File: src/rtl/mipsPkg.sv
`default_nettype none

package mipsPkg;

	//////////////////////////////////////////////////////////////////////
	// Instruction encodings
	//////////////////////////////////////////////////////////////////////

	typedef enum logic [5:0] {
		opSpecial = 6'b000000,
		opRegimm  = 6'b000001,
		opJ       = 6'b000010,
		opJal     = 6'b000011,
		opBeq     = 6'b000100,
		opBne     = 6'b000101,
		opBlez    = 6'b000110,
		opBgtz    = 6'b000111,
		opAddiu   = 6'b001001,
		opSlti    = 6'b001010,
		opSltiu   = 6'b001011,
		opAndi    = 6'b001100,
		opOri     = 6'b001101,
		opXori    = 6'b001110,
		opLui     = 6'b001111
	} opcode_t;

	// SPECIAL function field
	typedef enum logic [5:0] {
		fnSll  = 6'b000000,
		fnSrl  = 6'b000010,
		fnSra  = 6'b000011,
		fnSllv = 6'b000100,
		fnSrlv = 6'b000110,
		fnSrav = 6'b000111,
		fnJr   = 6'b001000,
		fnAddu = 6'b100001,
		fnSubu = 6'b100011,
		fnAnd  = 6'b100100,
		fnOr   = 6'b100101,
		fnXor  = 6'b100110,
		fnNor  = 6'b100111,
		fnSlt  = 6'b101010,
		fnSltu = 6'b101011
	} funct_t;

	//////////////////////////////////////////////////////////////////////
	// Datapath control
	//////////////////////////////////////////////////////////////////////

	typedef enum logic [3:0] {
		aluAdd, aluSub, aluAnd, aluOr, aluXor, aluNor,
		aluSlt, aluSltu, aluSll, aluSrl, aluSra, aluPassB
	} aluOp_t;

	typedef enum logic [1:0] {extSign, extZero, extUpper} extOp_t;

	typedef enum logic [2:0] {cmpEq, cmpNe, cmpGtz, cmpLez, cmpLtz, cmpGez} cmpOp_t;

	typedef enum logic [1:0] {npcSeq, npcBranch, npcJump, npcReg} npcOp_t;

	typedef enum logic [1:0] {dstRd, dstRt, dstR31} dstSel_t;

	typedef struct packed {
		aluOp_t  aluOp;
		logic    bFromImm;
		logic    shiftByShamt;
		extOp_t  ext;
		cmpOp_t  cmp;
		npcOp_t  npc;
		dstSel_t dst;
		logic    regWe;
		// Write data is the return address
		logic    link;
	} ctrl_t;

	// One completed instruction
	typedef struct packed {
		logic [31:0] pc;
		logic        regWe;
		logic [4:0]  dstReg;
		logic [31:0] wrData;
		logic [31:0] nextPc;
	} retire_t;

endpackage

`default_nettype wire
File: src/rtl/mipsCore.sv
`timescale 1ns/1ns
`default_nettype none

module mipsCore import mipsPkg::*; #(
	parameter logic [31:0] ResetPc = 32'h0000_0000
) (
	input  wire logic        clk,
	input  wire logic        rst,
	input  wire logic [31:0] instr,
	input  wire logic        instrValid,
	output logic      [31:0] pc,
	output logic             retValid,
	output retire_t          retire
);

	ctrl_t       ctrl;
	logic [31:0] rsData;
	logic [31:0] rtData;
	logic [31:0] aluResult;
	logic [31:0] pcPlus4;
	logic [4:0]  dstReg;
	logic [31:0] wrData;
	logic        wrEn;

	// Retire payload
	logic [31:0] retPc;
	logic        retWe;
	logic [4:0]  retDst;
	logic [31:0] retData;

	decoder decoder_inst (
		.instr (instr),
		.ctrl  (ctrl)
	);

	regFile regFile_inst (
		.clk    (clk),
		.rst    (rst),
		.rsAddr (instr[25:21]),
		.rtAddr (instr[20:16]),
		.wrAddr (dstReg),
		.wrEn   (wrEn),
		.wrData (wrData),
		.rsData (rsData),
		.rtData (rtData)
	);

	alu alu_inst (
		.instr  (instr),
		.ctrl   (ctrl),
		.rsData (rsData),
		.rtData (rtData),
		.result (aluResult)
	);

	nextPc #(.ResetPc(ResetPc)) nextPc_inst (
		.clk        (clk),
		.rst        (rst),
		.instrValid (instrValid),
		.instr      (instr),
		.ctrl       (ctrl),
		.rsData     (rsData),
		.rtData     (rtData),
		.pc         (pc),
		.pcPlus4    (pcPlus4)
	);

	//////////////////////////////////////////////////////////////////////
	// Writeback
	//////////////////////////////////////////////////////////////////////

	always_comb begin
		case (ctrl.dst)
			dstRt:   dstReg = instr[20:16];
			dstR31:  dstReg = 5'd31;
			default: dstReg = instr[15:11];
		endcase
	end

	assign wrData = ctrl.link ? pcPlus4 : aluResult;
	assign wrEn   = instrValid && ctrl.regWe && (dstReg != 5'd0);

	always_ff @(posedge clk) begin
		if (rst) begin
			retValid <= 1'b0;
			retWe    <= 1'b0;
		end else begin
			retValid <= instrValid;
			retWe    <= wrEn;
		end
	end

	always_ff @(posedge clk) begin
		if (instrValid) begin
			retPc   <= pc;
			retDst  <= dstReg;
			retData <= wrData;
		end
	end

	// pc already holds the successor once the record is out
	assign retire = '{pc: retPc, regWe: retWe, dstReg: retDst, wrData: retData, nextPc: pc};

endmodule

`default_nettype wire

File: src/rtl/nextPc.sv
`timescale 1ns/1ns
`default_nettype none

module nextPc import mipsPkg::*; #(
	parameter logic [31:0] ResetPc = 32'h0000_0000
) (
	input  wire logic        clk,
	input  wire logic        rst,
	input  wire logic        instrValid,
	input  wire logic [31:0] instr,
	input  ctrl_t            ctrl,
	input  wire logic [31:0] rsData,
	input  wire logic [31:0] rtData,
	output logic      [31:0] pc,
	output logic      [31:0] pcPlus4
);

	logic        taken;
	logic [31:0] branchTarget;
	logic [31:0] jumpTarget;
	logic [31:0] pcNext;

	assign pcPlus4 = pc + 32'd4;

	always_comb begin
		case (ctrl.cmp)
			cmpEq:   taken = (rsData == rtData);
			cmpNe:   taken = (rsData != rtData);
			cmpGtz:  taken = !rsData[31] && (rsData != 32'd0);
			cmpLez:  taken = rsData[31] || (rsData == 32'd0);
			cmpLtz:  taken = rsData[31];
			cmpGez:  taken = !rsData[31];
			default: taken = 1'b0;
		endcase
	end

	assign branchTarget = pcPlus4 + {{14{instr[15]}}, instr[15:0], 2'b00};
	assign jumpTarget   = {pcPlus4[31:28], instr[25:0], 2'b00};

	always_comb begin
		case (ctrl.npc)
			npcBranch: pcNext = taken ? branchTarget : pcPlus4;
			npcJump:   pcNext = jumpTarget;
			npcReg:    pcNext = rsData;
			default:   pcNext = pcPlus4;
		endcase
	end

	always_ff @(posedge clk) begin
		if (rst) begin
			pc <= ResetPc;
		end else if (instrValid) begin
			pc <= pcNext;
		end
	end

	pcWordAligned: assert property (@(posedge clk) disable iff (rst) pc[1:0] == 2'b00);

endmodule

`default_nettype wire

File: src/rtl/alu.sv
`timescale 1ns/1ns
`default_nettype none

module alu import mipsPkg::*; (
	input  wire logic [31:0] instr,
	input  ctrl_t            ctrl,
	input  wire logic [31:0] rsData,
	input  wire logic [31:0] rtData,
	output logic      [31:0] result
);

	logic [15:0] imm;
	logic [31:0] extImm;
	logic [31:0] opB;
	logic [4:0]  shamt;

	assign imm = instr[15:0];

	always_comb begin
		case (ctrl.ext)
			extZero:  extImm = {16'd0, imm};
			extUpper: extImm = {imm, 16'd0};
			default:  extImm = {{16{imm[15]}}, imm};
		endcase
	end

	assign opB   = ctrl.bFromImm ? extImm : rtData;
	assign shamt = ctrl.shiftByShamt ? instr[10:6] : rsData[4:0];

	//////////////////////////////////////////////////////////////////////
	// Operations
	//////////////////////////////////////////////////////////////////////

	always_comb begin
		case (ctrl.aluOp)
			aluAdd:   result = rsData + opB;
			aluSub:   result = rsData - opB;
			aluAnd:   result = rsData & opB;
			aluOr:    result = rsData | opB;
			aluXor:   result = rsData ^ opB;
			aluNor:   result = ~(rsData | opB);
			aluSlt:   result = {31'd0, $signed(rsData) < $signed(opB)};
			aluSltu:  result = {31'd0, rsData < opB};
			// Shifts act on rt
			aluSll:   result = opB << shamt;
			aluSrl:   result = opB >> shamt;
			aluSra:   result = $unsigned($signed(opB) >>> shamt);
			aluPassB: result = opB;
			default:  result = 32'd0;
		endcase
	end

endmodule

`default_nettype wire

File: src/rtl/regFile.sv
`timescale 1ns/1ns
`default_nettype none

module regFile (
	input  wire logic        clk,
	input  wire logic        rst,
	input  wire logic [4:0]  rsAddr,
	input  wire logic [4:0]  rtAddr,
	input  wire logic [4:0]  wrAddr,
	input  wire logic        wrEn,
	input  wire logic [31:0] wrData,
	output logic      [31:0] rsData,
	output logic      [31:0] rtData
);

	// r0 has no storage
	logic [31:0] regs [31:1];

	always_ff @(posedge clk) begin
		if (rst) begin
			for (int i = 1; i < 32; i++) begin
				regs[i] <= 32'd0;
			end
		end else if (wrEn && wrAddr != 5'd0) begin
			regs[wrAddr] <= wrData;
		end
	end

	assign rsData = (rsAddr == 5'd0) ? 32'd0 : regs[rsAddr];
	assign rtData = (rtAddr == 5'd0) ? 32'd0 : regs[rtAddr];

	// A write is visible to the next read
	writeReadsBack: assert property (
		@(posedge clk) disable iff (rst)
		$past(wrEn && !rst) && rsAddr == $past(wrAddr) && rsAddr != 5'd0
			|-> rsData == $past(wrData)
	);

endmodule

`default_nettype wire

File: src/rtl/decoder.sv
`timescale 1ns/1ns
`default_nettype none

module decoder import mipsPkg::*; (
	input  wire logic [31:0] instr,
	output ctrl_t            ctrl
);

	opcode_t op;
	funct_t  fn;

	assign op = opcode_t'(instr[31:26]);
	assign fn = funct_t'(instr[5:0]);

	always_comb begin
		// No-op unless an encoding below matches
		ctrl = '{
			aluOp:        aluAdd,
			bFromImm:     1'b0,
			shiftByShamt: 1'b0,
			ext:          extSign,
			cmp:          cmpEq,
			npc:          npcSeq,
			dst:          dstRd,
			regWe:        1'b0,
			link:         1'b0
		};

		case (op)
			opSpecial: begin
				case (fn)
					fnAddu: begin
						ctrl.regWe = 1'b1;
						ctrl.aluOp = aluAdd;
					end
					fnSubu: begin
						ctrl.regWe = 1'b1;
						ctrl.aluOp = aluSub;
					end
					fnAnd: begin
						ctrl.regWe = 1'b1;
						ctrl.aluOp = aluAnd;
					end
					fnOr: begin
						ctrl.regWe = 1'b1;
						ctrl.aluOp = aluOr;
					end
					fnXor: begin
						ctrl.regWe = 1'b1;
						ctrl.aluOp = aluXor;
					end
					fnNor: begin
						ctrl.regWe = 1'b1;
						ctrl.aluOp = aluNor;
					end
					fnSlt: begin
						ctrl.regWe = 1'b1;
						ctrl.aluOp = aluSlt;
					end
					fnSltu: begin
						ctrl.regWe = 1'b1;
						ctrl.aluOp = aluSltu;
					end
					fnSll, fnSrl, fnSra: begin
						ctrl.regWe        = 1'b1;
						ctrl.shiftByShamt = 1'b1;
						ctrl.aluOp        = (fn == fnSll) ? aluSll :
						                    (fn == fnSrl) ? aluSrl : aluSra;
					end
					fnSllv: begin
						ctrl.regWe = 1'b1;
						ctrl.aluOp = aluSll;
					end
					fnSrlv: begin
						ctrl.regWe = 1'b1;
						ctrl.aluOp = aluSrl;
					end
					fnSrav: begin
						ctrl.regWe = 1'b1;
						ctrl.aluOp = aluSra;
					end
					fnJr:   ctrl.npc = npcReg;
					default: ;
				endcase
			end

			// bltz and bgez live in the rt field
			opRegimm: begin
				case (instr[20:16])
					5'b00000: begin
						ctrl.npc = npcBranch;
						ctrl.cmp = cmpLtz;
					end
					5'b00001: begin
						ctrl.npc = npcBranch;
						ctrl.cmp = cmpGez;
					end
					default: ;
				endcase
			end

			opBeq: begin
				ctrl.npc = npcBranch;
				ctrl.cmp = cmpEq;
			end
			opBne: begin
				ctrl.npc = npcBranch;
				ctrl.cmp = cmpNe;
			end
			opBlez: begin
				ctrl.npc = npcBranch;
				ctrl.cmp = cmpLez;
			end
			opBgtz: begin
				ctrl.npc = npcBranch;
				ctrl.cmp = cmpGtz;
			end

			opJ: ctrl.npc = npcJump;
			opJal: begin
				ctrl.npc   = npcJump;
				ctrl.regWe = 1'b1;
				ctrl.dst   = dstR31;
				ctrl.link  = 1'b1;
			end

			opAddiu, opSlti, opSltiu, opAndi, opOri, opXori, opLui: begin
				ctrl.regWe    = 1'b1;
				ctrl.dst      = dstRt;
				ctrl.bFromImm = 1'b1;
				case (op)
					opSlti:  ctrl.aluOp = aluSlt;
					opSltiu: ctrl.aluOp = aluSltu;
					opAndi: begin
						ctrl.aluOp = aluAnd;
						ctrl.ext   = extZero;
					end
					opOri: begin
						ctrl.aluOp = aluOr;
						ctrl.ext   = extZero;
					end
					opXori: begin
						ctrl.aluOp = aluXor;
						ctrl.ext   = extZero;
					end
					opLui: begin
						ctrl.aluOp = aluPassB;
						ctrl.ext   = extUpper;
					end
					default: ctrl.aluOp = aluAdd;
				endcase
			end

			default: ;
		endcase
	end

endmodule

`default_nettype wire

File: config.mk
export PLATFORM = sky130hd
export DESIGN_NAME = mipsCore
export DESIGN_NICKNAME = d
export VERILOG_FILES = /design/src/rtl/mipsPkg.sv /design/src/rtl/mipsCore.sv /design/src/rtl/nextPc.sv /design/src/rtl/alu.sv /design/src/rtl/regFile.sv /design/src/rtl/decoder.sv
export SDC_FILE = /design/constraint.sdc
export NUM_CORES = 2
export LEC_CHECK = 0
export BUFFER_PORTS_ARGS = -buffer_cell sky130_fd_sc_hd__buf_2
export CORE_MARGIN = 5
export CORE_UTILIZATION = 58
export DETAILED_ROUTE_END_ITERATION = 7
export MAX_ROUTING_LAYER = met4
export PLACE_DENSITY_LB_ADDON = 0.05
export REMOVE_ABC_BUFFERS = 1
export SYNTH_ARGS = -nofsm -noshare
export SYNTH_HDL_FRONTEND = slang
export SYNTH_SLANG_ARGS = --single-unit
File: constraint.sdc
create_clock -name clk -period 15.95 [get_ports clk]
set_input_delay 3.19 -clock clk [delete_from_list [all_inputs] [get_ports clk]]
set_output_delay 3.19 -clock clk [all_outputs]
set_load 0.02 [all_outputs]
==> results.toml <==
[synthesis]
synth_commonest_cells = "1098 x nor2_1, 1093 x edfxtp_1, 413 x mux4_2"
synth-simple-area-share_pct = 12.3
ys_async_sr_fraction_pct = 0
yosysSeqAreaShare_pct = 47.1
synth_adder_area_share_pct = 2.72
yosysWarnings = 0
synth.most_common_cell = "nor2_1"
synth_top_family_by_area = "multiplexers"
syn_inst = 6259
yosysTopAreaCell = "edfxtp_1"
yosys_register_bits = 1127
muxShareOfSynthArea_pct = 19.7
synth_top_area_share_pct = 46.1
synth.avg_cell_area_sq_um = 11.4
synth_area_leaders = "edfxtp_1 46%, mux4_2 13%, nor2_1 5.8%"
synth_edf_count = 1093
synthXorXnorAreaFrac_pct = 1.28
synth-compound-area-share_pct = 11.9
synth_flop_cell = "edfxtp_1"
yosysUniqueCellTypes = 99
syn-cell-area_sq_mm = 0.0712

[worst_setup_path]
cp_max_fo = 46
crit_path_start_kind = "primary input"
cp-end-kind = "flop"
path_class = "primary input to flop"
r2r_setup_slack_ns = 8.20
crit_arrival_ns = 11.55
reg2regPathDepth = 22
cp_data_required_time_ns = 16.41
rr_startpoint = "regFile_inst.regs[13][0]$_SDFFCE_PN0P_"
r2r-end = "regFile_inst.regs[30][18]$_SDFFCE_PN0P_"

[detailed_routing]
firstDrtPassIters = 6
detail-route-antenna-nets = 0
routedWlPerCell_um = 38.3
drt_iter0_drc = 10400
vias_per_cell = 7.49
vias = 59700
drc = 0
routed_wl_um = 305000

[status]
outcome = "finished, final reports clean"

[power]
p_leak_nw = 29.3
p_seq_share_pct = 39.5
clockPowerShare_pct = 30.3
power_switching_mw = 3.18
p_per_area_mw_per_mm2 = 114
combPwrFrac_pct = 30.2
intPower_mw = 5.65
ir_worst_vdd_uv = 119
swShare_pct = 36.0

[floorplan]
fp.dieH_um = 360
initial_core_util_pct = 58.4
die_w_um = 360
ios = 170
coreArea_sq_mm = 0.122
die_area_sq_mm = 0.130
rows = 128

[min_path]
whs_endpoint = "retPc[29]$_DFFE_PP_"
min-delay-start = "nextPc_inst.pc[29]$_SDFFE_PP0P_"
hold_path_class = "flop to flop"
hold_path_depth = 0

[clocking]
cts_sinks = 1127
root_buffer = "clkbuf_16"
ctsHoldBuffers = 0
cts_setup_buffers = 0
cts_buffer_depth = 3
cts_resized = 0
cts_tree = "yes"
cts_buffers = 114
insertion_delay_ns = 0.76
htreeDepth = 3
path_clk_slew_ns = 0.06

[sta]
timing.final.crit_share_pct = 69.5
final-hold-violation-count = 0
drv_slew = 0
worst_pin_slew_ns = 1.46
skew_ns = 0.0751
fin_crit_ns = 11.09
tns_ns = 0
setup_viol = 0
rsz0062_at_grt = "false"
setup_ws_ns = 4.86
fmax_mhz = 90.2
slew_headroom_pct = 2.51

[global_route]
grt_antenna_before_repair = 17
grtUsageTotal_pct = 47.4
grt-ovfl-total = 0
grt_pass1_vias = 57100
grt_max_degree = 102
grt_first_pass_wirelength_um = 427000

[finish]
final_area_sq_mm = 0.0775
syn_to_final_growth_pct = 8.95
n_fill_cell = 9505
finalNetCount = 6416
drive_above_1_share_pct = 21.0

[place]
port_buffers = 169
hpwl_um = 202000
gp_congestion = 1.08
place_ws_ns = 4.67
dpl_cell_area_sq_mm = 0.0738

[run]
maxCapViolations = 0
worst max path at each step:
stage / slack (ns) / endpoint / startpoint / depth (start not counted)
2_1_floorplan: 4.49 / regFile_inst.regs[0][19]$_DFFE_PP_ / instr[23] / 12
5_1_grt: 4.78 / retData[18]$_DFFE_PP_ / instr[16] / 22
4_1_cts: 5.36 / regFile_inst.regs[28][27]$_SDFFCE_PN0P_ / instr[16] / 22
6_report: 4.86 / regFile_inst.regs[30][18]$_SDFFCE_PN0P_ / instr[16] / 22
3_3_place_gp: 4.76 / regFile_inst.regs[0][21]$_DFFE_PP_ / instr[16] / 21
3_5_place_dp: 4.67 / regFile_inst.regs[28][27]$_SDFFCE_PN0P_ / instr[16] / 22
routing by layer:
metal	share of wire [%]	GRT usage, %	up-vias	wire (um)
met2	44	68.1	5447	133000
met3	14	13.3	1312	42100
li1	-	-	23800	-
met1	33	57.4	29200	101000
met5	0	-	-	0
met4	9.4	35.1	0	28800
cell usage in the layout, fill, tap and decap left out, drive strengths merged, types with 17 or more instances in the layout:
cell	instances
a211oi	78
a21o	41
a21oi	222
a221oi	57
a22o	17
a22oi	87
a31oi	29
and2	21
and3	90
buf	425
clkbuf	139
clkinv	59
conb	32
dfxtp	34
diode	23
edfxtp	1093
ha	150
inv	176
mux2	183
mux2i	257
mux4	416
nand2	349
nand2b	23
nand3	87
nand4	36
nor2	1103
nor2b	37
nor3	155
nor4	26
o211ai	73
o21a	33
o21ai	237
o21bai	20
o221ai	22
o22ai	92
o31ai	40
or2	19
or3	23
xnor2	77
xor2	27
state kept, by name (all words and copies together) (netlist names):
| name | count |
|---|---|
| retPc | 32 |
| regFile_inst.regs | 1024 |
| retValid | 1 |
| retData | 32 |
| retDst | 5 |
| retWe | 1 |
| nextPc_inst.pc | 32 |
power by group through the flow:
stage / Sequential [mW] / Clock, mW / Combinational (mW)
3_5_place_dp: 3.54 / 0 / 2.52
5_1_grt: 3.50 / 2.81 / 2.73
4_1_cts: 3.48 / 2.67 / 2.53
6_report: 3.49 / 2.68 / 2.67
3_3_place_gp: 3.53 / 0 / 2.52
2_1_floorplan: 3.56 / 0 / 1.33
critical path, stage by stage:
cell and delay [ns]:
buf_8 0.38, buf_4 0.77, mux4_2 0.60, mux2_2 0.29, a222oi_1 0.83, o21ai_0 0.37
o21a_1 0.32, inv_1 0.26, fa_1 0.30, nor2b_1 0.23, o21ai_0 0.13, a21oi_1 0.26
o211ai_1 0.19, a21oi_1 0.55, nor2_1 0.15, o21ai_0 0.27, xnor2_1 0.13, a211oi_1 0.97
nand4_1 0.30, o31ai_4 0.29, buf_4 0.44, nor2_1 0.14
area by class of cell:
class | instances | area (sq um) | share of cell area (%)
clock buffer | 138 | 2970 | 3.84
clock inverter | 75 | 688 | 0.888
inverter | 174 | 656 | 0.846
multi-input combinational | 4385 | 34700 | 44.8
antenna | 23 | 57.6 | 0.0742
sequential | 1127 | 33500 | 43.2
timing repair buffer | 426 | 2870 | 3.71
tap | 1625 | 2030 | 2.62
cell families (layout without fill, tap and decap cells):
logic type | Yosys count | count (layout)
AOI/OAI and AO/OA | 1226 | 1226
other | 1 | 55
xor gates and xnor gates | 104 | 104
DFF | 1127 | 1127
and+or+nand+nor | 2014 | 2014
muxes | 856 | 856
adders and majority gates | 153 | 153
buffers and inverters | 778 | 813
stage by stage:
stage | cells | hold WS [ns] | util, % | power (mW)
floorplan | 5686 | 0.675 | - | 4.89
global placement | 7737 | 0.542 | 60.6 | 6.05
detailed placement | 7737 | 0.546 | 60.6 | 6.06
CTS | 7950 | 0.556 | 63.6 | 8.68
global route | 7966 | 0.565 | 63.6 | 9.03
finish | 7973 | 0.555 | 63.6 | 8.83
No activity file was read; power rests on OpenSTA's default activity.
